[config.mk]
export PLATFORM = sky130hd
export DESIGN_NAME = raster_timing
export DESIGN_NICKNAME = d
export VERILOG_FILES = /design/src/logic/arena_pkg.sv /design/src/logic/raster_timing.sv
export SDC_FILE = /design/constraint.sdc
export NUM_CORES = 1
export LEC_CHECK = 0
export ABC_AREA = 1
export BUFFER_PORTS_ARGS = -buffer_cell sky130_fd_sc_hd__buf_4
export CORE_MARGIN = 2
export CORE_UTILIZATION = 45
export DETAILED_ROUTE_END_ITERATION = 8
export HOLD_SLACK_MARGIN = 0.02
export PLACE_DENSITY = 0.67
export SLEW_MARGIN = 20
export SYNTH_ARGS = -nofsm -noshare
export SYNTH_HDL_FRONTEND = slang
export SYNTH_SLANG_ARGS = --single-unit
[constraint.sdc]
create_clock -name clk -period 2.25 [get_ports clk]
set_input_delay 0.3375 -clock clk [delete_from_list [all_inputs] [get_ports clk]]
set_output_delay 0.3375 -clock clk [all_outputs]
set_load 0.01 [all_outputs]
[src/logic/arena_pkg.sv]
package arena_pkg;

	typedef logic signed [10:0] coord_t;
	typedef logic [9:0] rail_t;
	typedef logic [6:0] score_t;
	typedef logic [3:0] digit_t;
	typedef logic [7:0] channel_t;

	// 640x480 raster, counted from the start of sync
	localparam int H_TOTAL = 800;
	localparam int V_TOTAL = 525;
	localparam int H_SYNC_END = 95;
	localparam int V_SYNC_END = 1;

	localparam coord_t ACTIVE_X_MIN = 143; // exclusive bounds
	localparam coord_t ACTIVE_X_MAX = 784;
	localparam coord_t ACTIVE_Y_MIN = 34;
	localparam coord_t ACTIVE_Y_MAX = 515;
	localparam coord_t FIELD_X_END = 660; // separator column

	localparam coord_t BORDER_LEFT = 144;
	localparam coord_t BORDER_RIGHT = 659;
	localparam coord_t BORDER_TOP = 35;
	localparam coord_t BORDER_BOTTOM = 513;
	localparam coord_t HALF_LINE_Y = 275;

	localparam coord_t BLUE_GOAL1_X = 300;
	localparam coord_t BLUE_GOAL1_Y = 470;
	localparam coord_t BLUE_GOAL2_X = 400;
	localparam coord_t BLUE_GOAL2_Y = 430;
	localparam coord_t BLUE_GOAL3_X = 500;
	localparam coord_t BLUE_GOAL3_Y = 470;
	localparam coord_t RED_GOAL1_X = 300;
	localparam coord_t RED_GOAL1_Y = 80;
	localparam coord_t RED_GOAL2_X = 400;
	localparam coord_t RED_GOAL2_Y = 120;
	localparam coord_t RED_GOAL3_X = 500;
	localparam coord_t RED_GOAL3_Y = 80;
	localparam int GOAL_RING = 2; // ring and post half-width

	localparam coord_t BLUE_VER_X = 240;
	localparam coord_t BLUE_HOR_Y = 370;
	localparam coord_t RED_VER_X = 560;
	localparam coord_t RED_HOR_Y = 180;

	localparam int BLUE_TENS_X = 676;
	localparam int BLUE_ONES_X = 698;
	localparam int RED_TENS_X = 738;
	localparam int RED_ONES_X = 762;
	localparam int SCORE_Y = 100;

	localparam channel_t BOARD_R = 200; // light grey-green
	localparam channel_t BOARD_G = 210;
	localparam channel_t BOARD_B = 200;

endpackage

[src/logic/raster_timing.sv]
module raster_timing (
	input  logic clk,
	input  logic rst_n,
	input  logic pix_en,
	output arena_pkg::coord_t x,
	output arena_pkg::coord_t y,
	output logic hor_sync,
	output logic ver_sync,
	output logic in_active,
	output logic in_field
);
	import arena_pkg::*;

	always_ff @(posedge clk) begin
		if (!rst_n) begin
			x <= '0;
			y <= '0;
		end else if (pix_en) begin
			if (x == H_TOTAL - 1) begin
				x <= '0;
				if (y == V_TOTAL - 1) begin // end of frame
					y <= '0;
				end else begin
					y <= y + 1'b1;
				end
			end else begin
				x <= x + 1'b1;
			end
		end
	end

	assign hor_sync = x > H_SYNC_END; // low during the sync pulse
	assign ver_sync = y > V_SYNC_END;

	assign in_active = (x > ACTIVE_X_MIN) && (x < ACTIVE_X_MAX) &&
		(y > ACTIVE_Y_MIN) && (y < ACTIVE_Y_MAX);
	assign in_field = x < FIELD_X_END;

endmodule

## Word level (Yosys, flattened, before mapping)

Cells that the tools add are included.

- Equality and inequality tests: 2
- Mux-type cells: 2
- $add $sub $neg: 2
- Reductions and logical operators: 4
- Order comparisons: 7

Operator list:

| cell | number |
|---|---|
| $lt A11 B11 Y1 const B | 3 |
| $add A11 B1 Y11 const B | 2 |
| $eq A11 B11 Y1 const B | 2 |
| $mux W11 | 2 |
| $gt A11 B2 Y1 const B | 1 |
| $gt A11 B7 Y1 const B | 1 |
| $gt A11 B8 Y1 const B | 1 |
| $gt A11 B9 Y1 const B | 1 |
| $logic_and A1 B1 Y1 | 3 |
| $reduce_and A2 Y1 | 1 |

- Register bits after elaboration: 22
- Bits of input ports: 3
- Output and inout port bits: 26
- Word-level logic and storage cells: 19

## Longest topological paths before layout

- Depth after elaboration: 4
- Mapped depth: 9
- Depth with buffers taken out: 9

## Worst setup path after synthesis

Ideal clock, no wire load.

- Path kind: flip-flop to output port
- Start point: register y[0]
- End point: output in_active
- Required time: 1.913 ns
- Cell stages (with the launch flop): 8
- Data arrival time: 1.214 ns
- Path slack: 0.699 ns
- Path through: dfxtp_1 > inv_1 > ha_1 > o21ai_0 > nand2_1 > nand2_1 > nand4_1 > nor2_1

- Cells in the longest elaborated chain, start to end: 3
- Elaborated cells between the ends (all ways): 4

RTL lines:

| item | RTL line | text |
|---|---|---|
| start, declared | raster_timing.sv:6 | `output arena_pkg::coord_t y,` |
| start signal, assigned | raster_timing.sv:24 | `y <= y + 1'b1;` |
| $gt A11 B7 Y1 | raster_timing.sv:36 | `(y > ACTIVE_Y_MIN) && (y < ACTIVE_Y_MAX);` |
| $logic_and A1 B1 Y1 | raster_timing.sv:35 | `assign in_active = (x > ACTIVE_X_MIN) && (x < ACTIVE_X_MAX) &&` |
| $logic_and A1 B1 Y1 (*) | raster_timing.sv:36 |  |
| end, declared | raster_timing.sv:9 | `output logic in_active,` |

Mark *: on every way between the ends. The rest lies on a longest branch, timed or not.

## Worst setup path after layout

- Start point: register x[5]
- End point: output in_active

- Cells in the longest elaborated chain, start to end: 4
- Elaborated cells between the ends (all ways): 5

RTL lines:

| item | RTL line | text |
|---|---|---|
| start, declared | raster_timing.sv:5 | `output arena_pkg::coord_t x,` |
| start signal, assigned | raster_timing.sv:27 | `x <= x + 1'b1;` |
| $gt A11 B9 Y1 or $lt A11 B11 Y1 (tied branches) | raster_timing.sv:35 |  |
| $logic_and A1 B1 Y1 (*) (2 in a row) | raster_timing.sv:35 |  |
| $logic_and A1 B1 Y1 (*) | raster_timing.sv:36 |  |

Marks and branches as above.

==> impl_metrics.tcl <==
set metrics [dict create \
    outcome "finished, final reports clean" \
    route.detailed.drc 0 \
    clockBufferDepth 2 \
    power.clock.fraction_pct 28.9 \
    start_kind "flop" \
    grt.total_usage_pct 21.0 \
    syn_area_per_cell_sq_um 6.18 \
    intPower_uw 469 \
    ys_types 25 \
    fillers 337 \
    cpMostUsedCell "nor2_1" \
    path_max_fanout 6 \
    cp.arrival_ns 1.69 \
    start_util_pct 48.0 \
    cp_slowest_stage_delay_ns 0.38 \
    cts_root_buf "clkbuf_4" \
    crit_type "flop to output port" \
    layout.cells.non_filler 313 \
    drv_cap 0 \
    synth_nets 247 \
    p_sw_share_pct 22.7 \
    wirelength_mm 3.50 \
    seqPwrFrac_pct 65.2 \
    post_cts_buffers 0 \
    nets 279 \
    cts_hold_buffers 0 \
    fin_crit_ns 2.02 \
    port_buffers 28 \
    h-tree-depth 1 \
    tightest_slew_ns 0.290 \
    skew_ns 0.00182 \
    cellLeakagePower_nw 0.823 \
    setup_slack_ns 0.227 \
    crit_path_top_delay_cell "dfxtp_1" \
    area_growth_pct 19.0 \
    cp_cell_sequence "nor2_1 -> nand2_1 -> o21ai_0 -> nand4_1 -> nor2_1 -> buf_4" \
    dp_slack_ns 0.589 \
    end_kind "output port" \
    fin_hold_ws_ns 0.272 \
    crit_family "simple AND/OR/NAND/NOR gates" \
    fp-row-count 20 \
    wl_per_cell_um 11.2 \
    drt_iter0_drc 88 \
    p_switching_uw 138 \
    path_clk_slew_ns 0.11 \
    power.density_mw_per_mm2 346 \
    dr_total_vias 1496 \
    grt_pass1_wl_mm 5.84 \
    drtAntennaViolNets 0 \
    max-vdd-ir-drop_v 0.000274 \
    die_y_um 61.3 \
    worstHoldPathType "primary input to flop" \
    gp_congestion 0.907 \
    synth_area_sq_mm 0.00148 \
    ctsResizeCount 0 \
    finalHoldViolCount 0 \
    cts_tree "yes" \
    seq_area_frac_synth_pct 29.8 \
    antenna_found_initial 0 \
    finalCritPeriodShare_pct 89.9 \
    clk_latency_ns 0.30 \
    yosys_warnings 0 \
    synth_top_area_cell "dfxtp_1" \
    path_buf_inv 1 \
    clock_sinks 22 \
    overflow 0 \
    cp_data_required_time_ns 1.91 \
    die_w_um 61.3 \
    viasPerCell 4.78 \
    first_global_vias 1292 \
    dp.cells 310 \
    synth.area.top_cells "dfxtp_1 30%, nand2_1 17%, nor2_1 11%" \
    dpl.hpwl_mm 2.81 \
    io_pins 29 \
    rsz0062_at_grt "no" \
    setup_tns_ns 0 \
    antenna_cells 0 \
    total_power_uw 607 \
    dr.pass1.iters 4 \
    setup_violations 0 \
    netlist_instances 239 \
    comb_power_share_pct 5.9 \
    drive_gt1_share_pct 17.5 \
    drv_slew 0 \
    clock.fmax_ghz 0.494 \
    die_area_sq_mm 0.00376 \
    grt_max_degree 12 \
    synth_seq_cells 22 \
    maxSlewHeadroom_pct 80.6 \
    cts_made_buffers 3 \
    yosys.area.top_type_share_pct 29.8 \
    core_area_sq_mm 0.00308 \
]
[through the flow]
stage               util, %  instance area (sq um)
floorplan                 -                   1480
global placement       56.3                   1730
detailed placement     56.3                   1730
CTS                    57.1                   1760
global route           57.1                   1760
finish                 57.1                   1760
[layout make-up]
| class | count | area, sq um | share of cell area (%) |
|---|---|---|---|
| clock buffers | 3 | 22.5 | 1.28 |
| inverters | 35 | 131 | 7.48 |
| flip-flops and latches | 22 | 440 | 25.1 |
| multi-input cells | 181 | 897 | 51.1 |
| repair buffers | 28 | 210 | 12.0 |
| well taps | 44 | 55.1 | 3.13 |
[kinds of logic (layout without fill, tap and decap cells)]
| family | after synthesis | in the layout | share of synthesized area [%] |
|---|---|---|---|
| buf+inv | 36 | 66 | 9.41 |
| xor+xnor | 1 | 1 | 0.593 |
| flops | 22 | 22 | 29.8 |
| simple gates | 154 | 154 | 47.6 |
| compound gates | 21 | 21 | 8.31 |
| fa+ha+maj | 5 | 5 | 4.24 |
[flip-flops by register name (all words and copies together), names as in the netlist]
name	count
x	11
y	11
[placed cells by master (no fill, tap or decap)]
cell,n
a21oi_1,4
o31ai_1,1
o22ai_1,1
nor2_1,43
nand2_1,67
inv_1,31
nand3_1,18
nand2_2,1
dfxtp_1,22
nor2_4,4
nand3_4,1
o21bai_1,3
nor2_2,1
nand3_2,1
nand4_1,9
a21boi_0,1
a31o_2,1
nor3_1,6
buf_4,28
nand2_4,2
inv_2,4
o21ai_0,10
clkbuf_4,3
xor2_1,1
or2_2,1
ha_1,5
[Yosys cell counts]
cell type / n
a21boi_0: 1
a21oi_1: 4
a31o_2: 1
buf_4: 1
dfxtp_1: 22
ha_1: 5
inv_1: 31
inv_2: 4
nand2_1: 67
nand2_2: 1
nand2_4: 2
nand3_1: 18
nand3_2: 1
nand3_4: 1
nand4_1: 9
nor2_1: 43
nor2_2: 1
nor2_4: 4
nor3_1: 6
o21ai_0: 10
o21bai_1: 3
o22ai_1: 1
o31ai_1: 1
or2_2: 1
xor2_1: 1
[final timing paths]
path	from	depth (start not counted)	slack, ns	endpoint
setup reg to reg	x[0]	8	0.68	y[10]
hold / removal	pix_en	2	0.27	x[1]
hold reg to reg	x[0]	2	0.52	x[0]
setup / recovery	x[5]	6	0.23	in_active
[metal layers]
| metal | track usage (%) | wire length [um] | vias to the layer above |
|---|---|---|---|
| met5 | 0 | 0 | - |
| met4 | 4.66 | 25 | 0 |
| met3 | 5.04 | 209 | 2 |
| met2 | 31.2 | 1490 | 32 |
| met1 | 30.7 | 1770 | 643 |
| li1 | - | - | 819 |
[power groups by stage]
stage                     clock network, mW  registers (mW)  logic [mW]
after floorplan                           0           0.406      0.0217
after global placement                    0           0.405      0.0358
after detailed placement                  0           0.405      0.0362
after CTS                             0.188           0.396      0.0362
after global routing                  0.203           0.397      0.0393
final                                 0.175           0.396      0.0357
Power figures use the tool's default switching activity.
