File: config.mk
export PLATFORM = sky130hd
export DESIGN_NAME = score_board
export DESIGN_NICKNAME = d
export VERILOG_FILES = /design/src/logic/arena_pkg.sv /design/src/logic/segment_digit.sv /design/src/logic/score_board.sv
export SDC_FILE = /design/constraint.sdc
export NUM_CORES = 1
export LEC_CHECK = 0
export ABC_CLOCK_PERIOD_IN_PS = 6200
export BUFFER_PORTS_ARGS = -buffer_cell sky130_fd_sc_hd__buf_4
export CAP_MARGIN = 20
export CELL_PAD_IN_SITES_DETAIL_PLACEMENT = 1
export CELL_PAD_IN_SITES_GLOBAL_PLACEMENT = 2
export CORE_AREA = 8 8 84 160
export DETAILED_ROUTE_END_ITERATION = 10
export DIE_AREA = 0 0 92 168
export PLACE_DENSITY = 0.87
export SLEW_MARGIN = 20
export SYNTH_ARGS = -nofsm -noshare
export SYNTH_HDL_FRONTEND = slang
export SYNTH_HIERARCHICAL = 1
export SYNTH_SLANG_ARGS = --single-unit
File: constraint.sdc
create_clock -name vclk -period 6.2
set_input_delay 0.31 -clock vclk [all_inputs]
set_output_delay 0.31 -clock vclk [all_outputs]
set_load 0.02 [all_outputs]
File: src/logic/arena_pkg.sv
package arena_pkg;

	typedef logic signed [10:0] coord_t;
	typedef logic [9:0] rail_t;
	typedef logic [6:0] score_t;
	typedef logic [3:0] digit_t;
	typedef logic [7:0] channel_t;

	// 640x480 raster, counted from the start of sync
	localparam int H_TOTAL = 800;
	localparam int V_TOTAL = 525;
	localparam int H_SYNC_END = 95;
	localparam int V_SYNC_END = 1;

	localparam coord_t ACTIVE_X_MIN = 143; // exclusive bounds
	localparam coord_t ACTIVE_X_MAX = 784;
	localparam coord_t ACTIVE_Y_MIN = 34;
	localparam coord_t ACTIVE_Y_MAX = 515;
	localparam coord_t FIELD_X_END = 660; // separator column

	localparam coord_t BORDER_LEFT = 144;
	localparam coord_t BORDER_RIGHT = 659;
	localparam coord_t BORDER_TOP = 35;
	localparam coord_t BORDER_BOTTOM = 513;
	localparam coord_t HALF_LINE_Y = 275;

	localparam coord_t BLUE_GOAL1_X = 300;
	localparam coord_t BLUE_GOAL1_Y = 470;
	localparam coord_t BLUE_GOAL2_X = 400;
	localparam coord_t BLUE_GOAL2_Y = 430;
	localparam coord_t BLUE_GOAL3_X = 500;
	localparam coord_t BLUE_GOAL3_Y = 470;
	localparam coord_t RED_GOAL1_X = 300;
	localparam coord_t RED_GOAL1_Y = 80;
	localparam coord_t RED_GOAL2_X = 400;
	localparam coord_t RED_GOAL2_Y = 120;
	localparam coord_t RED_GOAL3_X = 500;
	localparam coord_t RED_GOAL3_Y = 80;
	localparam int GOAL_RING = 2; // ring and post half-width

	localparam coord_t BLUE_VER_X = 240;
	localparam coord_t BLUE_HOR_Y = 370;
	localparam coord_t RED_VER_X = 560;
	localparam coord_t RED_HOR_Y = 180;

	localparam int BLUE_TENS_X = 676;
	localparam int BLUE_ONES_X = 698;
	localparam int RED_TENS_X = 738;
	localparam int RED_ONES_X = 762;
	localparam int SCORE_Y = 100;

	localparam channel_t BOARD_R = 200; // light grey-green
	localparam channel_t BOARD_G = 210;
	localparam channel_t BOARD_B = 200;

endpackage

File: src/logic/segment_digit.sv
module segment_digit #(
	parameter int center_x = 0,
	parameter int center_y = 0
) (
	input  arena_pkg::coord_t x,
	input  arena_pkg::coord_t y,
	input  arena_pkg::digit_t value,
	output logic hit
);
	int dx;
	int dy;
	logic [6:0] lit; // top, ur, lr, bottom, ll, ul, middle
	logic [6:0] box;

	function automatic logic in_box(input int px, input int py, input int x_lo,
			input int x_hi, input int y_lo, input int y_hi);
		return (px >= x_lo) && (px <= x_hi) && (py >= y_lo) && (py <= y_hi);
	endfunction

	assign dx = int'(x) - center_x;
	assign dy = int'(y) - center_y;

	assign lit[6] = !(value == 4'd1 || value == 4'd4);
	assign lit[5] = !(value == 4'd5 || value == 4'd6);
	assign lit[4] = value != 4'd2;
	assign lit[3] = !(value == 4'd1 || value == 4'd4 || value == 4'd7);
	assign lit[2] = value == 4'd0 || value == 4'd2 || value == 4'd6 || value == 4'd8;
	assign lit[1] = !(value == 4'd1 || value == 4'd2 || value == 4'd3 || value == 4'd7);
	assign lit[0] = !(value == 4'd0 || value == 4'd1 || value == 4'd7);

	assign box[6] = in_box(dx, dy, -7, 7, -19, -17);
	assign box[5] = in_box(dx, dy, 8, 10, -16, -2);
	assign box[4] = in_box(dx, dy, 8, 10, 2, 16);
	assign box[3] = in_box(dx, dy, -7, 7, 17, 19);
	assign box[2] = in_box(dx, dy, -10, -8, 2, 16);
	assign box[1] = in_box(dx, dy, -10, -8, -16, -2);
	assign box[0] = in_box(dx, dy, -7, 7, -1, 1);

	assign hit = |(lit & box);

endmodule

File: src/logic/score_board.sv
module score_board (
	input  arena_pkg::coord_t x,
	input  arena_pkg::coord_t y,
	input  arena_pkg::score_t team1_score,
	input  arena_pkg::score_t team2_score,
	output logic blue_digit_hit,
	output logic red_digit_hit
);
	import arena_pkg::*;

	score_t blue_half;
	score_t red_half;
	digit_t blue_tens;
	digit_t blue_ones;
	digit_t red_tens;
	digit_t red_ones;
	logic [1:0] blue_hits;
	logic [1:0] red_hits;

	assign blue_half = team1_score >> 1; // two points per goal
	assign red_half = team2_score >> 1;
	assign blue_tens = digit_t'(blue_half / 7'd10);
	assign blue_ones = digit_t'(blue_half % 7'd10);
	assign red_tens = digit_t'(red_half / 7'd10);
	assign red_ones = digit_t'(red_half % 7'd10);

	segment_digit #(.center_x(BLUE_TENS_X), .center_y(SCORE_Y)) u_blue_tens (
		.x(x), .y(y), .value(blue_tens), .hit(blue_hits[1])
	);
	segment_digit #(.center_x(BLUE_ONES_X), .center_y(SCORE_Y)) u_blue_ones (
		.x(x), .y(y), .value(blue_ones), .hit(blue_hits[0])
	);
	segment_digit #(.center_x(RED_TENS_X), .center_y(SCORE_Y)) u_red_tens (
		.x(x), .y(y), .value(red_tens), .hit(red_hits[1])
	);
	segment_digit #(.center_x(RED_ONES_X), .center_y(SCORE_Y)) u_red_ones (
		.x(x), .y(y), .value(red_ones), .hit(red_hits[0])
	);

	assign blue_digit_hit = |blue_hits;
	assign red_digit_hit = |red_hits;

endmodule

Word-level counts from Yosys, hierarchy flattened. Cells that the tools add are included.

Output and inout port bits: 2. Input bits: 36. Register bits: 0. Word-level logic and storage cells: 221.

Bitwise logic cells: 4. Equality and inequality tests: 36. $lt $le $gt $ge: 34. Div/mod/pow operators: 4. Reductions and logical operators: 138. Add/subtract/negate cells: 5.

Operator list (number): 32-bit by 5-bit greater-or-equal comparator with 1-bit output (second input constant) (9); 32-bit by 4-bit less-or-equal comparator with 1-bit output (second input constant) (8); 32-bit by 4-bit greater-or-equal comparator with 1-bit output (second input constant) (4); 32-bit by 5-bit less-or-equal comparator with 1-bit output (second input constant) (4); 32-bit by 6-bit less-or-equal comparator with 1-bit output (second input constant) (3); 1-bit logical AND (68); 4-bit by 3-bit equality test with 1-bit output (second input constant) (16); 32-bit by 6-bit greater-or-equal comparator with 1-bit output (second input constant) (2); 32-bit by 2-bit less-or-equal comparator with 1-bit output (second input constant) (2); 11-bit by 11-bit subtractor with 12-bit output (second input constant) (4); 1-bit logical OR (44); 4-bit by 2-bit equality test with 1-bit output (second input constant) (8); 32-bit by 1-bit greater-or-equal comparator with 1-bit output (second input constant) (1); 32-bit by 3-bit greater-or-equal comparator with 1-bit output (second input constant) (1); 7-bit bitwise AND (4); 14-bit OR reduction (2); 1-bit logical NOT (20); 4-bit by 1-bit equality test with 1-bit output (second input constant) (4); 4-bit equality test (second input constant) (4); 4-bit logical NOT (4); 4-bit by 2-bit inequality test with 1-bit output (second input constant) (4); 6-bit by 4-bit divider with 7-bit output (second input constant) (2); 6-bit by 4-bit remainder unit with 7-bit output (second input constant) (2); 11-bit by 8-bit subtractor with 12-bit output (second input constant) (1).

Longest topological paths before layout.
Word-level depth: 8. Depth in mapped cells: 20. Gate-level depth less buffers: 18.

Hierarchy. The synthesis kept the hierarchy.

By module, submodules not included: segment_digit at u_red_tens (cells an instance 139, times used 1, sequential area each 0.0 um^2, area an instance 965.9 um^2); segment_digit at u_red_ones (cells an instance 131, times used 1, sequential area each 0.0 um^2, area an instance 905.9 um^2); segment_digit at u_blue_ones (cells an instance 136, times used 1, sequential area each 0.0 um^2, area an instance 868.3 um^2); segment_digit at u_blue_tens (cells an instance 117, times used 1, sequential area each 0.0 um^2, area an instance 815.8 um^2); score_board (cells an instance 111, times used 1, sequential area each 0.0 um^2, area an instance 735.7 um^2).

Worst setup path after synthesis. Ideal clock, no wire load.

Kind: in2out. From: input team1_score[5]. To: output blue_digit_hit. Data arrival time: 3555 ps. Stages on the path: 19. Buffers on the path: 2. Required time: 5890 ps. Slack: 2335 ps. Path through: buf_6 inv_1 ha_1 nand3b_1 o221ai_1 o21ai_0 and2_1 ha_1 inv_1 a31oi_1 o21a_1 mux2_2 buf_1 or4_1 o211ai_1 a221o_1 a22o_1 o221ai_2 or2_2.

Word-level cells in the longest chain between the ends: 8.

RTL lines: start: declaration (line score_board.sv:4) `input arena_pkg::score_t team1_score,`; 6-bit by 4-bit remainder unit with 7-bit output * (line score_board.sv:23) `assign blue_ones = digit_t'(blue_half % 7'd10);`; net blue_ones[1] (line score_board.sv:14) `digit_t blue_ones;`; 4-bit by 1-bit equality test with 1-bit output or 4-bit by 2-bit equality test with 1-bit output (tied branches); 1-bit logical OR (3 in a row) (line segment_digit.sv:28) `assign lit[1] = !(value == 4'd1 || value == 4'd2 || value == 4'd3 || value == 4'd7);`; 1-bit logical NOT (line segment_digit.sv:28); 7-bit bitwise AND * (line segment_digit.sv:39) `assign hit = |(lit & box);`; 14-bit OR reduction * (line score_board.sv:40) `assign blue_digit_hit = |blue_hits;`; end: declaration (line score_board.sv:6) `output logic blue_digit_hit,`.

The timed path passes the listed nets; every way through them passes the cells marked *.

Final worst setup path.
From: input team1_score[4]. To: output blue_digit_hit.

Same word-level chain as after synthesis.

==> summary.md <==
| Metric | Value |
|---|---|
| Status | `complete, no violations` |
| Fill count | `1513` |
| Crit path time final | `slightly below 5000 ps` |
| Layout area overhead | `7.20%` |
| Diode count | `0` |
| Antenna violations before repair | `0` |
| Sequential cell count | `0` |
| Count of final setup violators | `0` |
| Area taken by multi-input logic gates | `0.00398 mm2` |
| Initial Util | `between 30% and 40%` |
| Peak fanout along the critical path | `16` |
| Starting DRT DRC Count | `227` |
| Leak | `roughly 1.7 nW` |
| Layout cells sized above 1 | `about 13%` |
| DRT antenna net count | `0` |
| Critical path arrival | `approximately 4500 ps` |
| Post-Syn Area | `0.00429 mm2` |
| Vias in the first global route | `slightly above 5000` |
| Placer Congestion | `0.821` |
| Routed WL | `about 14000 um` |
| Type of the worst setup path | `primary input to primary output` |
| HP Start | `team2_score[1]` |
| First-pass GRT wire length | `23300 um` |
| Share of the clock period used by the worst path | `just under 80%` |
| Most common library cells after synthesis | `nor2_1 (60), inv_1 (45), nand2_1 (43)` |
| Remaining DRCs | `0` |
| Relative slew slack | `37.0%` |
| Sequential cell area | `0 um2` |
| Total power | `~0.00034 W` |
| Most frequent cell after synthesis | `nor2_1` |
| Register area share after synthesis | `0%` |
| Io pins | `38` |
| Final hold viol count | `0` |
| Die height | `between 150 and 200 um` |
| Hold-fix buffers, CTS | `0` |
| Die width | `around 90 um` |
| Post-synth top area share | `under 10%` |
| Pwr dens | `between 70 and 80 mW/mm2` |
| Row cnt | `55` |
| Setup_tns | `0 ps` |
| Post-Syn Instances | `about 630` |
| Max IR drop VDD | `0.0000339 V` |
| Worst Path Required | `roughly 5900 ps` |
| # nets final | `slightly above 700` |
| Crit path from | `team1_score[4]` |
| Actual slew at the worst max-slew pin | `around 940 ps` |
| RSZ-0062 raised after global routing | `false` |
| Buffers on Ports | `36` |
| Die ar. | `around 0.015 mm2` |
| Post-DP HPWL | `~11000 um` |
| YS warnings | `6` |
| Setup bufs post-CTS | `0` |
| CP Capture Type | `primary output` |
| Area contributors post-synth | `ha_1 (7.6%), nor2_1 (5.2%), a21oi_1 (4.3%)` |
| First drt pass iteration count | `4` |
| Via density | `roughly 6.4` |
| Startpoint Class | `primary input` |
| Worst Hold Class | `primary input to primary output` |
| Post-synthesis area per instance | `6.77 um2` |
| Largest net degree at the start of global routing | `36` |
| DR WL/cell | `around 18 um` |
| Max-cap viol count | `0` |
| Total track usage | `between 15 and 20%` |
| Max-slew violation count | `0` |
| Post-cts gate resize count | `0` |
| Core area | `around 0.011 mm2` |
| Via count | `roughly 5100` |
| Synth area leader | `ha_1` |
| Unique masters post-synth | `103` |
| Total gr overflow | `0` |
| Clkbuf count | `0` |
| F_max | `~0.21 GHz` |
[critical path, stage by stage]
cell	delay, ps
buf_4	190
inv_1	100
ha_1	380
nand3b_1	100
o221ai_1	160
o21ai_0	200
and2_1	230
ha_1	230
inv_1	110
a21oi_1	60
o21a_1	160
o22ai_1	410
inv_1	180
or4_1	490
o211ai_1	190
a221o_1	270
a22o_1	180
o221ai_2	80
or2_2	290
buf_4	160
[layout make-up]
class / instances / share of cell area (%)
well taps: 142 / 3.86
inverters: 45 / 3.67
multi-input cells: 570 / 86.6
repair buffers: 36 / 5.87
[power by group]
part           internal (W)  total [W]  switching (W)  leakage [nW]
combinational      0.000128   0.000339       0.000211          1.67
sequential                0          0              0             0
clock                     0          0              0             0
total              0.000128   0.000339       0.000211          1.67
[path summary, 6_finish.rpt]
check  slack, ps        endpoint  cells past startpoint
max         1400  blue_digit_hit                     20
min         1400   red_digit_hit                      6
[logic make-up (layout without fill, tap and decap cells)]
| family | Yosys count | after routing | share of synthesized area (%) |
|---|---|---|---|
| adders and majority gates | 26 | 26 | 7.58 |
| xor gates and xnor gates | 25 | 25 | 5.10 |
| other | 1 | 7 | 0.0874 |
| AOI/OAI and AO/OA | 220 | 220 | 39.5 |
| muxes | 9 | 9 | 2.22 |
| buffers and inverters | 70 | 81 | 7.70 |
| and+or+nand+nor | 283 | 283 | 37.8 |
[per-layer routing]
| metal | wire [um] | track usage (%) | vias up | share of wire [%] |
|---|---|---|---|---|
| li1 | - | - | 2468 | - |
| met1 | 5430 | 16.4 | 2529 | 38 |
| met2 | 8340 | 36.7 | 62 | 58 |
| met3 | 140 | 0.401 | 24 | 0.98 |
| met4 | 404 | 4.94 | 0 | 2.8 |
| met5 | 0 | 0 | - | 0 |
[cells in the final DEF (no fill, tap or decap), types with 5 or more instances in the layout]
cell and count:
nor2_1 60, inv_1 45, nand2_1 43, a21oi_1 37, buf_4 36, nor3_1 30, ha_1 26, o21ai_0 22
nand2b_1 21, nand3_1 20, a31oi_1 19, xnor2_1 17, nor2b_1 14, nor3b_1 13, nor4_1 11, nor4b_1 10
o22ai_1 10, a211oi_1 9, o221ai_1 9, o21ai_1 9, or3_1 8, xor2_1 8, o21bai_1 7, o211ai_1 7
conb_1 7, o31ai_1 6, nand3b_1 6, a21o_1 6, mux2i_1 5, o21a_1 5, or2_2 5, nand4_1 5
o2111ai_1 5, o32ai_1 5
[through the flow]
stage / area [um2] / std cells / hold WS [ps] / setup WS, ps / utilization, %
final: 4600 / 793 / 1400 / 1400 / 40.8
after global routing: 4600 / 793 / 1440 / 1190 / 40.8
after CTS: 4600 / 793 / 1420 / 1440 / 40.8
after detailed placement: 4600 / 793 / 1420 / 1460 / 40.8
after global placement: 4600 / 793 / 1420 / 1580 / 40.8
after floorplan: 4310 / 640 / 1070 / 2340 / -
(Power assumes the default switching activity.)
