===== config.mk =====
export PLATFORM = sky130hd
export DESIGN_NAME = pixel_composer
export DESIGN_NICKNAME = d
export VERILOG_FILES = /design/src/logic/arena_pkg.sv /design/src/logic/pixel_composer.sv
export SDC_FILE = /design/constraint.sdc
export NUM_CORES = 1
export LEC_CHECK = 0
export BUFFER_PORTS_ARGS = -buffer_cell sky130_fd_sc_hd__buf_2
export CAP_MARGIN = 10
export CORE_MARGIN = 3
export CORE_UTILIZATION = 33
export DETAILED_ROUTE_END_ITERATION = 7
export GPL_ROUTABILITY_DRIVEN = 0
export PLACE_DENSITY_LB_ADDON = 0.2
export SLEW_MARGIN = 20
export SYNTH_ARGS = -nofsm -noshare
export SYNTH_HDL_FRONTEND = slang
export SYNTH_SLANG_ARGS = --single-unit

===== constraint.sdc =====
create_clock -name clk -period 0.9 [get_ports clk]
set_input_delay 0.045 -clock clk [delete_from_list [all_inputs] [get_ports clk]]
set_output_delay 0.045 -clock clk [all_outputs]
set_load 0.01 [all_outputs]

===== src/logic/arena_pkg.sv =====
package arena_pkg;

	typedef logic signed [10:0] coord_t;
	typedef logic [9:0] rail_t;
	typedef logic [6:0] score_t;
	typedef logic [3:0] digit_t;
	typedef logic [7:0] channel_t;

	// 640x480 raster, counted from the start of sync
	localparam int H_TOTAL = 800;
	localparam int V_TOTAL = 525;
	localparam int H_SYNC_END = 95;
	localparam int V_SYNC_END = 1;

	localparam coord_t ACTIVE_X_MIN = 143; // exclusive bounds
	localparam coord_t ACTIVE_X_MAX = 784;
	localparam coord_t ACTIVE_Y_MIN = 34;
	localparam coord_t ACTIVE_Y_MAX = 515;
	localparam coord_t FIELD_X_END = 660; // separator column

	localparam coord_t BORDER_LEFT = 144;
	localparam coord_t BORDER_RIGHT = 659;
	localparam coord_t BORDER_TOP = 35;
	localparam coord_t BORDER_BOTTOM = 513;
	localparam coord_t HALF_LINE_Y = 275;

	localparam coord_t BLUE_GOAL1_X = 300;
	localparam coord_t BLUE_GOAL1_Y = 470;
	localparam coord_t BLUE_GOAL2_X = 400;
	localparam coord_t BLUE_GOAL2_Y = 430;
	localparam coord_t BLUE_GOAL3_X = 500;
	localparam coord_t BLUE_GOAL3_Y = 470;
	localparam coord_t RED_GOAL1_X = 300;
	localparam coord_t RED_GOAL1_Y = 80;
	localparam coord_t RED_GOAL2_X = 400;
	localparam coord_t RED_GOAL2_Y = 120;
	localparam coord_t RED_GOAL3_X = 500;
	localparam coord_t RED_GOAL3_Y = 80;
	localparam int GOAL_RING = 2; // ring and post half-width

	localparam coord_t BLUE_VER_X = 240;
	localparam coord_t BLUE_HOR_Y = 370;
	localparam coord_t RED_VER_X = 560;
	localparam coord_t RED_HOR_Y = 180;

	localparam int BLUE_TENS_X = 676;
	localparam int BLUE_ONES_X = 698;
	localparam int RED_TENS_X = 738;
	localparam int RED_ONES_X = 762;
	localparam int SCORE_Y = 100;

	localparam channel_t BOARD_R = 200; // light grey-green
	localparam channel_t BOARD_G = 210;
	localparam channel_t BOARD_B = 200;

endpackage


===== src/logic/pixel_composer.sv =====
module pixel_composer (
	input  logic clk,
	input  logic rst_n,
	input  logic pix_en,
	input  arena_pkg::coord_t x,
	input  logic in_active,
	input  logic in_field,
	input  logic red_shape,
	input  logic blue_shape,
	input  logic line_hit,
	input  logic ball_hit,
	input  logic bludger_hit,
	input  logic blue_digit_hit,
	input  logic red_digit_hit,
	output arena_pkg::channel_t red,
	output arena_pkg::channel_t green,
	output arena_pkg::channel_t blue
);
	import arena_pkg::*;

	channel_t red_d;
	channel_t green_d;
	channel_t blue_d;

	always_comb begin
		red_d = '0;
		green_d = '0;
		blue_d = '0;
		if (in_active && in_field) begin
			if (red_shape || line_hit || ball_hit || bludger_hit)
				red_d = 8'hff;
			if ((blue_shape || line_hit || ball_hit) && !bludger_hit)
				blue_d = 8'hff; // bludger knocks out blue
			if ((line_hit || bludger_hit) && !ball_hit)
				green_d = 8'hff;
		end else if (in_active && x != FIELD_X_END) begin
			red_d = BOARD_R;
			green_d = BOARD_G;
			blue_d = BOARD_B;
			if (blue_digit_hit) begin
				red_d = 8'h00;
				green_d = 8'h00;
				blue_d = 8'hff;
			end
			if (red_digit_hit) begin // red drawn last, wins overlap
				red_d = 8'hff;
				green_d = 8'h00;
				blue_d = 8'h00;
			end
		end
	end

	always_ff @(posedge clk) begin
		if (!rst_n) begin
			red <= '0;
			green <= '0;
			blue <= '0;
		end else if (pix_en) begin
			red <= red_d;
			green <= green_d;
			blue <= blue_d;
		end
	end

endmodule


## After elaboration in Yosys (flattened, before gate mapping)

Index checks and enable logic that the tools add are counted.

- Flip-flop bits (word level): 24
- Input bits: 23
- Output and inout bits: 24

- Equal/unequal tests: 1
- Muxes and demuxes: 15
- Reductions and logical operators: 12

Operators by type and width:

| cell | number |
|---|---|
| two-way mux 8 bit | 14 |
| inequality test 11 bit, second input constant | 1 |
| logical OR 1 bit | 6 |
| two-way mux 6 bit | 1 |
| logical AND 1 bit | 4 |
| logical NOT 1 bit | 2 |

## Depth between registers and ports, before layout

Gate-level depths: netlist of the first run.

- Word-level depth: 5
- Gate-level depth with buffers: 4

## Least setup slack after synthesis of the first run

Ideal clock, no wire load.

- Kind: input -> register
- Start point: in x[1]
- End point: reg blue[5]
- Setup time: 118 ps
- Data arrival time: 721 ps
- Required time: 782 ps
- Setup slack: 61 ps
- Stages: 4
- Path through: nor4_1 > nand4_1 > a21oi_1 > nor2_1

- Word-level cells in the longest chain between the ends: 4

RTL lines:

| what | RTL line | text |
|---|---|---|
| start: declaration | pixel_composer.sv:5 | `input arena_pkg::coord_t x,` |
| inequality test 11 bit | pixel_composer.sv:36 | `end else if (in_active && x != FIELD_X_END) begin` |
| logical AND 1 bit | pixel_composer.sv:36 |  |
| two-way mux 8 bit | pixel_composer.sv:36 |  |
| two-way mux 8 bit | pixel_composer.sv:29 | `if (in_active && in_field) begin` |
| end signal: assignment | pixel_composer.sv:61 | `blue <= blue_d;` |
| end: declaration | pixel_composer.sv:17 | `output arena_pkg::channel_t blue` |

Every way passes these cells.
A chain may end at the register's enable or synchronous reset.

## Worst setup path after layout of the first run

- Start point: reg blue[5]
- End point: out blue[5]

No word-level cell between the ends.

==> key figures, run 1 <==
Floorplan
  • Starting Density: 37.9%
  • Total die area: 1840 µm²
  • Vertical die dimension: 42.9 µm
  • Core footprint: 1190 µm²
  • Cell Rows: 12
  • I/O pin count: 47
  • Width of the die: 42.9 µm

Layout
  • P&R area growth vs syn: 34.3%
  • Share of cells above drive strength 1: 62.5%
  • Share of the core filled with cells in the final layout: 50.8%
  • Post-route cell area: 603 µm²
  • Nets: 113
  • Number of standard cells in the final layout excluding fillers: 102
  • Count of antenna diodes in the layout: 0
  • FILL cells: 119

Yosys
  • Yosys warning count: 0
  • Post-Synthesis Mean Instance Area: 8.17 µm²
  • Sequential fraction of the synthesis area: 26.7%
  • Number of unique standard cell types used by synthesis: 19
  • Synthesized net count: 78
  • Netlist area before placement: 449 µm²
  • Number of instances in the synthesized netlist: 55
  • Total of flip-flops plus latches after synthesis: 6

Detailed routing
  • DRC Markers: 0
  • Remaining antenna violation count: 0
  • Post-Route WL: 1.01 mm
  • Detailed-route via count: 475
  • Routed vias/inst: 4.66
  • Routed length per instance: 9.93 µm
  • Count of TritonRoute iterations in the first routing pass: 4
  • Starting DRT DRC Count: 5

Timing
  • Setup clock skew after layout: 0 ns
  • Share of the clock period used by the worst path after layout: 92.0%
  • Number of max-slew violations in the final report: 0
  • Setup repair after global routing missed its margin: no
  • Fmax: 1.21 GHz
  • Worst relative slew slack: 74.6%
  • Number of failing hold endpoints at the final stage: 0
  • Final critical-path setup slack: 0.0721 ns
  • Pin slew with the least headroom to its limit: 0.378 ns
  • Setup violators final: 0
  • Time the final worst path needs with I/O delays and setup: 0.828 ns
  • Total Neg Setup Slack: 0 ns
  • Worst slack on hold paths: 0.0927 ns

Place
  • Total placed cells including tap cells: 99
  • Placement Cell Area: 577 µm²
  • Port Buf Inserts: 46
  • Placement Setup Slack: -0.149 ns

Setup path
  • Endpoint required time on the critical path: 0.85 ns
  • Top fanout value on the critical path: 6
  • Crit path largest cell delay: 0.38 ns
  • Slowest stage cell on the critical path: sky130_fd_sc_hd__dfxtp_1
  • Critical Path, Cell by Cell: buf_2
  • Category of cells accounting for the largest share of critical-path delay: flip-flops
  • Critical path arrival: 0.78 ns
  • Crit path launch type: register
  • Worst Path Buf+Inv: 1
  • Sort of element at the end of the critical path: primary output
  • Critical path start-end classification: register to primary output

Clock tree
  • Clock insertion delay at the later pin of the skew report: 0.24 ns
  • Max H-tree Level: 1
  • TritonCTS sink count: 6
  • CTS buffer count: 3
  • Clock root buffer: sky130_fd_sc_hd__clkbuf_4
  • CTS Buffer Depth: 2
  • CTS tree: built
  • Clock Pin Slew Worst Setup and Hold Paths: 0.04 ns

Power
  • PD cells: 1220 nW/µm²
  • Reported leakage power: 0.339 nW
  • Peak supply drop: 0.000399 V
  • Power Total: 738 µW

Run
  • Max-cap violations: 0

Global route
  • Largest net degree at the start of global routing: 7
  • All-layer global routing usage: 10.4%
  • Via count of the first global-routing pass: 383
  • Wire length of the first global-routing pass: 1.44 mm
  • Number of antenna violations at the first check in global routing: 0
  • Total grt overflow: 0

Min path
  • Hold crit path type: primary input to register

Run status
  • Status: complete, no violations
-- cells by family (layout without fill, tap and decap cells) --
kind of cell | after synthesis | in the layout | share of synthesized area (%)
DFF | 6 | 6 | 26.7
and+or+nand+nor | 18 | 18 | 25.6
buffers and inverters | 19 | 52 | 30.9
AOI/OAI and AO/OA | 12 | 12 | 16.7
-- sequential cells by signal (all words and copies together), names as in the netlist --
name and cells:
red 2, green 2, blue 2
-- final timing paths --
| path | start | cells past startpoint | slack (ns) | to |
|---|---|---|---|---|
| setup / recovery | blue[5] | 1 | 0.07 | blue[5] |
| setup reg to reg | green[6] | 2 | 0.22 | green[6] |
| hold reg to reg | blue[6] | 2 | 0.54 | blue[6] |
| hold / removal | rst_n | 3 | 0.09 | blue[5] |
-- worst register-to-register path, stage by stage, from the launching register on --
cell                       delay [ns]
sky130_fd_sc_hd__dfxtp_1         0.32
sky130_fd_sc_hd__a21oi_1         0.18
sky130_fd_sc_hd__a21boi_2        0.07
-- report_power, final --
part           internal (mW)  total [mW]  switching, mW
Combinational         0.0998       0.202          0.102
Sequential             0.281       0.295         0.0136
Clock                  0.150       0.242         0.0911
Total                  0.532       0.738          0.206
-- Yosys cell counts --
cell type	instances	area, µm²
sky130_fd_sc_hd__a31oi_1	2	12.5
sky130_fd_sc_hd__nor4_4	1	21.3
sky130_fd_sc_hd__nand4_1	1	6.26
sky130_fd_sc_hd__nor3_1	1	5.00
sky130_fd_sc_hd__o31ai_1	1	7.51
sky130_fd_sc_hd__dfxtp_1	6	120
sky130_fd_sc_hd__inv_2	1	3.75
sky130_fd_sc_hd__o221ai_1	1	8.76
sky130_fd_sc_hd__nand2b_1	1	6.26
sky130_fd_sc_hd__a21oi_1	3	15.0
sky130_fd_sc_hd__and4b_1	1	10.0
sky130_fd_sc_hd__nor2_1	6	22.5
sky130_fd_sc_hd__nand4b_1	1	8.76
sky130_fd_sc_hd__nor4_1	2	12.5
sky130_fd_sc_hd__nand2_1	1	3.75
sky130_fd_sc_hd__a21boi_2	1	11.3
sky130_fd_sc_hd__buf_4	18	135
sky130_fd_sc_hd__nor2b_1	3	18.8
sky130_fd_sc_hd__o21ai_0	4	20.0
-- cell type report --
type	count	area, µm²	area share (%)
Timing Repair Buffer	48	245	40.7
Multi-Input combinational cell	30	194	32.2
Sequential cell	6	120	19.9
Clock buffer	3	22.5	3.73
Tap cell	14	17.5	2.90
Inverter	1	3.75	0.622
-- timing repair --
action / in CTS / in global routing
hold buffers: 0 / 0
setup buffers: 0 / 0
endpoints found under the setup margin: 0 / 2
resized for setup: 0 / 1
hold endpoints to repair: 0 / 0
-- layer usage --
metal | global-route usage [%] | vias to the layer above | share of wire, %
li1 | - | 244 | -
met1 | 13.1 | 190 | 42
met2 | 15.0 | 39 | 42
met3 | 0 | 2 | 14
met4 | 11.2 | 0 | 2.2
met5 | 0 | - | 0
-- cells in the final DEF, fill, tap and decap left out, drive strengths merged --
cell type	netlist	routed
buf	18	48
a21boi	1	1
nor2b	3	3
nand2	1	1
inv	1	1
nor3	1	1
and4b	1	1
o21ai	4	4
nor2	6	6
o31ai	1	1
a31oi	2	2
nand2b	1	1
o221ai	1	1
dfxtp	6	6
nand4	1	1
nand4b	1	1
clkbuf	0	3
a21oi	3	3
nor4	3	3
Power figures use the tool's default switching activity.
==> inputs of run 2 (changes only) <==
- ABC_AREA: default -> 1
- CORE_UTILIZATION: 33 -> 35
==> run 2 against run 1 <==
Against the previous run: synthesized area up 11%; largest power group unchanged; maximum frequency grew 1.0%; design area grew 5.0%; via count rose by 13%; setup slack gained 0.0083 ns; core utilization up 1.2 points; highest routed layer is now met3.
==> key figures, run 2 <==
Run status
  • Status: complete, no violations (unchanged)

Setup path
  • Slowest stage cell on the critical path: sky130_fd_sc_hd__dfxtp_1 (unchanged)
  • Crit path launch type: register (unchanged)
  • Top fanout value on the critical path: 6 (unchanged)
  • Reg-to-reg slack, setup: 0.20 ns (was 0.22 ns)
  • Category of cells accounting for the largest share of critical-path delay: flip-flops (unchanged)
  • Crit Reg-Reg Endpoint: green[6] (unchanged)
  • Sort of element at the end of the critical path: primary output (unchanged)
  • Number of stages on the worst setup path: 1 (unchanged)
  • Critical path arrival: 0.77 ns (was 0.78 ns)
  • Critical path start-end classification: register to primary output (unchanged)
  • Crit path largest cell delay: 0.37 ns (was 0.38 ns)
  • Worst Path Buf+Inv: 1 (unchanged)
  • Endpoint required time on the critical path: 0.85 ns (about the same)
  • Reg2Reg Launch Point: green[6] (unchanged)
  • Worst-case reg-to-reg path depth: 2 (unchanged)
  • Critical Path, Cell by Cell: buf_2 (unchanged)

Yosys
  • Most area-consuming cells after synthesis: sky130_fd_sc_hd__buf_4, sky130_fd_sc_hd__dfxtp_1, sky130_fd_sc_hd__a21oi_1 (was sky130_fd_sc_hd__buf_4, sky130_fd_sc_hd__dfxtp_1, sky130_fd_sc_hd__nor2_1)
  • Number of synthesized flops with an enable pin: 0 (unchanged)
  • Synth top cells by count: sky130_fd_sc_hd__buf_4, sky130_fd_sc_hd__inv_1, sky130_fd_sc_hd__a21oi_1, sky130_fd_sc_hd__nand2_1, sky130_fd_sc_hd__nor2_1 (was sky130_fd_sc_hd__buf_4, sky130_fd_sc_hd__dfxtp_1, sky130_fd_sc_hd__nor2_1, sky130_fd_sc_hd__o21ai_0)
  • Sequential fraction of the synthesis area: 24.1% (was 26.7%)
  • Main flop type after synthesis: sky130_fd_sc_hd__dfxtp_1 (unchanged)
  • Synthesized net count: 99 (was 78)
  • Yosys warning count: 0 (unchanged)
  • Netlist area before placement: 498 µm² (was 449 µm²)
  • Most frequent cell after synthesis: sky130_fd_sc_hd__buf_4 (unchanged)
  • Number of unique standard cell types used by synthesis: 15 (was 19)
  • Synth top area share: 27.1% (was 30.1%)
  • Total of flip-flops plus latches after synthesis: 6 (unchanged)
  • Share of async-settable or async-resettable flops after synthesis: 0% (unchanged)
  • Number of instances in the synthesized netlist: 76 (was 55)
  • Leading area contributor after synthesis: sky130_fd_sc_hd__buf_4 (unchanged)
  • Post-Synthesis Mean Instance Area: 6.55 µm² (was 8.17 µm²)

Floorplan
  • Starting Density: 40.9% (was 37.9%)
  • Vertical die dimension: 43.7 µm (was 42.9 µm)
  • Core footprint: 1220 µm² (was 1190 µm²)
  • Width of the die: 43.7 µm (was 42.9 µm)
  • I/O pin count: 47 (unchanged)
  • Cell Rows: 12 (unchanged)
  • Total die area: 1910 µm² (was 1840 µm²)

Global route
  • Number of antenna violations at the first check in global routing: 0 (unchanged)
  • Largest net degree at the start of global routing: 7 (unchanged)
  • Wire length of the first global-routing pass: 1.73 mm (was 1.44 mm)
  • Total grt overflow: 0 (unchanged)
  • Via count of the first global-routing pass: 436 (was 383)
  • All-layer global routing usage: 12.2% (was 10.4%)

Clock tree
  • Clock Pin Slew Worst Setup and Hold Paths: 0.05 ns (was 0.04 ns)
  • Post-CTS setup buffer count: 0 (unchanged)
  • Clock insertion delay at the later pin of the skew report: 0.24 ns (about the same)
  • Quantity of gates resized following cts: 0 (unchanged)
  • Max H-tree Level: 1 (unchanged)
  • CTS tree: built (unchanged)
  • TritonCTS sink count: 6 (unchanged)
  • Total of hold buffers inserted after clock tree synthesis: 0 (unchanged)
  • CTS buffer count: 3 (unchanged)
  • Clock root buffer: sky130_fd_sc_hd__clkbuf_4 (unchanged)
  • CTS Buffer Depth: 2 (unchanged)

Layout
  • Share of cells above drive strength 1: 49.5% (was 62.5%)
  • Biggest registers after layout: blue (2), green (2), red (2) (unchanged)
  • Count of antenna diodes in the layout: 0 (unchanged)
  • Sequential cell area in the final layout: 120 µm² (unchanged)
  • Multi-input gate area in the final layout: 201 µm² (was 194 µm²)
  • Leading cell types in the layout, fill and taps excluded: sky130_fd_sc_hd__buf_2, sky130_fd_sc_hd__inv_1, sky130_fd_sc_hd__nand2_1, sky130_fd_sc_hd__a21oi_1, sky130_fd_sc_hd__nor2_1 (was sky130_fd_sc_hd__buf_2, sky130_fd_sc_hd__nor2_1, sky130_fd_sc_hd__dfxtp_1, sky130_fd_sc_hd__o21ai_0)
  • P&R area growth vs syn: 27.1% (was 34.3%)
  • Leading cell type in the layout, fill and taps excluded: sky130_fd_sc_hd__buf_2 (unchanged)
  • FILL cells: 139 (was 119)
  • Nets: 132 (was 113)

Min path
  • Min-delay src: rst_n (unchanged)
  • Worst hold path cell count: 3 (unchanged)
  • Sink of the worst hold path: blue[6] (was blue[5])
  • Hold crit path type: primary input to register (unchanged)

Detailed routing
  • DRC Markers: 0 (unchanged)
  • Starting DRT DRC Count: 8 (was 5)
  • Routed length per instance: 9.93 µm (about the same)
  • Post-Route WL: 1.20 mm (was 1.01 mm)
  • Routed vias/inst: 4.45 (was 4.66)
  • Detailed-route via count: 538 (was 475)
  • Count of TritonRoute iterations in the first routing pass: 4 (unchanged)
  • Remaining antenna violation count: 0 (unchanged)

Timing
  • Worst relative slew slack: 86.6% (was 74.6%)
  • Total Neg Setup Slack: 0 ns (unchanged)
  • Fmax: 1.22 GHz (was 1.21 GHz)
  • Worst slack on hold paths: 0.0771 ns (was 0.0927 ns)
  • Setup clock skew after layout: 0 ns (unchanged)
  • Number of max-slew violations in the final report: 0 (unchanged)
  • Share of the clock period used by the worst path after layout: 91.1% (was 92.0%)
  • Setup violators final: 0 (unchanged)
  • Time the final worst path needs with I/O delays and setup: 0.820 ns (was 0.828 ns)
  • Pin slew with the least headroom to its limit: 0.196 ns (was 0.378 ns)
  • Number of failing hold endpoints at the final stage: 0 (unchanged)
  • Setup repair after global routing missed its margin: no (unchanged)

Run
  • Max-cap violations: 0 (unchanged)

Power
  • PD cells: 1210 nW/µm² (was 1220 nW/µm²)
  • Reported leakage power: 0.398 nW (was 0.339 nW)
  • Peak supply drop: 0.000778 V (was 0.000399 V)

Place
  • Port Buf Inserts: 46 (unchanged)
  • DPL Wire Length: 1.03 mm
==> run 2: per-stage QoR <==
step / total power [mW] / std cells / setup WS, ns / area, µm² / utilization, %
after global routing: 0.811 / 121 / 0.0299 / 633 / 52.1
after floorplan: 0.450 / 76 / 0.195 / 498 / -
final: 0.763 / 121 / 0.0805 / 633 / 52.1
after detailed placement: 0.516 / 118 / 0.0779 / 611 / 50.2
after CTS: 0.766 / 121 / 0.0680 / 633 / 52.1
after global placement: 0.513 / 118 / 0.0825 / 611 / 50.2
==> run 2: kinds of logic after synthesis <==
| group | count (synthesis) | synth area share (%) |
|---|---|---|
| DFF | 6 | 24.1 |
| AOI/OAI and AO/OA | 14 | 14.8 |
| buffers and inverters | 29 | 35.4 |
| and+or+nand+nor | 26 | 23.6 |
| muxes | 1 | 2.01 |
==> run 2: area by class of cell <==
| cell class | instances | area share, % |
|---|---|---|
| inverter | 11 | 6.52 |
| sequential | 6 | 19.0 |
| clock buffer | 3 | 3.56 |
| tap | 14 | 2.77 |
| timing repair buffer | 46 | 36.4 |
| multi-input combinational | 41 | 31.8 |
==> run 2: how the worst max path moves through the flow <==
stage / from / endpoint / slack (ns)
after floorplan: green[6] / green[6] / 0.20
after global placement: line_hit / red[5] / 0.08
after detailed placement: line_hit / red[6] / 0.08
after CTS: red[5] / red[1] / 0.07
after global routing: blue[5] / blue[2] / 0.03
final: blue[5] / blue[1] / 0.08
==> run 2: layer usage <==
metal | GRT usage [%] | vias to the layer above | wire, µm
met5 | 0 | - | 0
met4 | 1.81 | 0 | 0
met3 | 7.47 | 0 | 114
met2 | 21.8 | 29 | 606
met1 | 12.3 | 223 | 479
li1 | - | 286 | -
==> run 2: power by group <==
group,switching [mW],internal [mW]
clock,0.104,0.151
sequential,0.0136,0.281
combinational,0.115,0.0983
total,0.232,0.531
==> inputs of run 3 (changes only) <==
- clock period: 0.9 -> 0.8 ns (I/O delays scaled with it)
==> run 3 against run 2 <==
Against the previous run: clock power increased by 11%; global-route usage increased by 0.58 points; design area up 4.7%; via count is 1.9% higher; critical endpoint is now blue[0]; total power increased by 14%; die area unchanged; final cell count up 2.5%; largest cell class unchanged; critical path type unchanged; wire length up 1.5%.
==> key figures, run 3 (synthesis results as in run 2) <==
Power
  • Comb pwr share: 28.9% (was 27.9%)
  • Reported leakage power: 0.414 nW (was 0.398 nW)
  • Share of total power in the clock network: 32.6% (was 33.4%)
  • PD cells: 1310 nW/µm² (was 1210 nW/µm²)
  • Pint: 611 µW (was 531 µW)
  • Net switching power figure: 261 µW (was 232 µW)
  • Peak supply drop: 0.000936 V (was 0.000778 V)
  • Net switching share of the total power: 29.9% (was 30.4%)
  • Sequential fraction of design power: 38.5% (was 38.6%)

Clock tree
  • CTS Buffer Depth: 2 (unchanged)
  • Clock Pin Slew Worst Setup and Hold Paths: 0.05 ns (about the same)
  • Clock insertion delay at the later pin of the skew report: 0.24 ns (about the same)
  • Max H-tree Level: 1 (unchanged)
  • TritonCTS sink count: 6 (unchanged)
  • Total of hold buffers inserted after clock tree synthesis: 0 (unchanged)
  • Clock root buffer: sky130_fd_sc_hd__clkbuf_4 (unchanged)
  • CTS tree: built (unchanged)
  • CTS buffer count: 3 (unchanged)

Layout
  • P&R area growth vs syn: 33.2% (was 27.1%)
  • Leading cell type in the layout, fill and taps excluded: sky130_fd_sc_hd__buf_2 (unchanged)
  • Biggest registers after layout: blue (2), green (2), red (2) (unchanged)
  • Post-route cell area: 663 µm² (was 633 µm²)
  • Count of antenna diodes in the layout: 0 (unchanged)
  • Nets: 135 (was 132)
  • Share of cells above drive strength 1: 56.4% (was 49.5%)
  • Leading cell types in the layout, fill and taps excluded: sky130_fd_sc_hd__buf_2, sky130_fd_sc_hd__inv_1, sky130_fd_sc_hd__nand2_1, sky130_fd_sc_hd__a21oi_1, sky130_fd_sc_hd__nor2_1 (unchanged)

Detailed routing
  • Post-Route WL: 1.22 mm (was 1.20 mm)
  • Routed length per instance: 9.83 µm (was 9.93 µm)
  • Count of TritonRoute iterations in the first routing pass: 5 (was 4)
  • Remaining antenna violation count: 0 (unchanged)
  • Starting DRT DRC Count: 11 (was 8)
  • DRC Markers: 0 (unchanged)
  • Top Metal Used: met3 (unchanged)
  • Wl on met1: 501 µm (was 479 µm)
  • Detailed-route via count: 548 (was 538)
  • Met2 WL: 617 µm (was 606 µm)
  • Routed vias/inst: 4.42 (was 4.45)
  • Routed length on met3: 100 µm (was 114 µm)

Floorplan
  • Core footprint: 1220 µm² (unchanged)
  • Total die area: 1910 µm² (unchanged)
  • Cell Rows: 12 (unchanged)
  • Vertical die dimension: 43.7 µm (unchanged)
  • Width of the die: 43.7 µm (unchanged)
  • Starting Density: 40.9% (unchanged)
  • I/O pin count: 47 (unchanged)

Place
  • Port Buf Inserts: 46 (unchanged)
  • Placement Cell Area: 633 µm² (was 611 µm²)
  • DPL Wire Length: 1.01 mm (was 1.03 mm)

Setup path
  • Crit path launch type: register (unchanged)
  • Slowest stage cell on the critical path: sky130_fd_sc_hd__dfxtp_2 (was sky130_fd_sc_hd__dfxtp_1)
  • Reg-to-reg slack, setup: 0.11 ns (was 0.20 ns)
  • Endpoint required time on the critical path: 0.76 ns (was 0.85 ns)
  • Sort of element at the end of the critical path: primary output (unchanged)
  • Top fanout value on the critical path: 6 (unchanged)
  • Worst Path Buf+Inv: 1 (unchanged)
  • Worst-case reg-to-reg path depth: 2 (unchanged)
  • Critical Path, Cell by Cell: buf_2 (unchanged)
  • Start point of the critical path: blue[5] (unchanged)
  • Crit Reg-Reg Endpoint: green[6] (unchanged)
  • Reg2Reg Launch Point: green[6] (unchanged)
  • Crit path largest cell delay: 0.35 ns (was 0.37 ns)
  • Setup crit end: blue[0] (was blue[1])
  • Category of cells accounting for the largest share of critical-path delay: flip-flops (unchanged)
  • Critical path arrival: 0.73 ns (was 0.77 ns)
  • Critical path start-end classification: register to primary output (unchanged)
  • Number of stages on the worst setup path: 1 (unchanged)

Global route
  • Number of antenna violations at the first check in global routing: 0 (unchanged)
  • Via count of the first global-routing pass: 496 (was 436)
  • Total grt overflow: 0 (unchanged)
  • Largest net degree at the start of global routing: 7 (unchanged)
  • All-layer global routing usage: 12.8% (was 12.2%)
  • Wire length of the first global-routing pass: 1.89 mm (was 1.73 mm)

Min path
  • Worst hold path cell count: 3 (unchanged)
  • Hold crit path type: primary input to register (unchanged)

Run status
  • Status: complete, no violations (unchanged)

Timing
  • Setup repair after global routing missed its margin: yes (was no)
  • Number of failing hold endpoints at the final stage: 0 (unchanged)
  • Pin slew with the least headroom to its limit: 0.178 ns (was 0.196 ns)
  • Fmax: 1.30 GHz
  • Number of max-slew violations in the final report: 0 (unchanged)
  • Worst slack on hold paths: 0.0691 ns (was 0.0771 ns)
  • Setup clock skew after layout: 0 ns (unchanged)
  • Share of the clock period used by the worst path after layout: 96.4%
  • Time the final worst path needs with I/O delays and setup: 0.771 ns
  • Setup violators final: 0 (unchanged)
  • Worst relative slew slack: 87.8% (was 86.6%)

Run
  • Max-cap violations: 0 (unchanged)
[run 3: changes by cell type in the layout (fill, tap and decap cells not counted)]
cell	previous run	this run
sky130_fd_sc_hd__dfxtp_1	6	0
sky130_fd_sc_hd__dfxtp_2	0	6
sky130_fd_sc_hd__buf_4	0	3
[run 3: tightest hold or removal path, stage by stage]
cell	delay (ns)
sky130_fd_sc_hd__buf_2	0.12
sky130_fd_sc_hd__inv_1	0.08
sky130_fd_sc_hd__a21oi_2	0.03
[run 3: repair_timing]
item                       in CTS  in global routing
setup endpoints to repair      21                 14
setup buffers                   0                  0
resized for setup               5                  1
[run 3: worst min path at each step]
stage | to | slack (ns) | startpoint
3_3_place_gp | blue[5] | 0.33 | rst_n
4_1_cts | green[6] | 0.06 | rst_n
3_5_place_dp | blue[6] | 0.32 | rst_n
5_1_grt | blue[6] | 0.08 | rst_n
2_1_floorplan | blue[5] | 0.18 | rst_n
6_report | green[6] | 0.07 | rst_n
[run 3: layout make-up]
type	count	area, µm²
fill	119	553
sequential	6	128
multi-input combinational	41	201
inverter	11	41.3
timing repair buffer	49	253
clock buffer	3	22.5
tap	14	17.5
[run 3: through the flow]
step           cells  power, mW  worst slack, ns  util (%)  setup TNS (ns)
3_3_place_gp     121      0.588          -0.0151      52.1         -0.0237
6_report         124      0.872           0.0287      54.5               0
2_1_floorplan     76      0.506           0.0950         -               0
5_1_grt          124      0.936          -0.0104      54.5         -0.0755
3_5_place_dp     121      0.592          0.00943      52.1               0
4_1_cts          124      0.888           0.0192      54.4               0
[run 3: routing by layer]
metal	vias to the layer above	track usage [%]
met5	-	0
li1	292	-
met3	0	6.22
met1	234	14.2
met2	22	22.4
met4	0	1.81
[run 3: power by group through the flow]
stage / clock network [mW] / registers (mW) / logic (mW)
floorplan: 0 / 0.347 / 0.160
global placement: 0 / 0.336 / 0.252
detailed placement: 0 / 0.339 / 0.253
CTS: 0.297 / 0.336 / 0.255
global route: 0.316 / 0.339 / 0.281
finish: 0.284 / 0.336 / 0.252
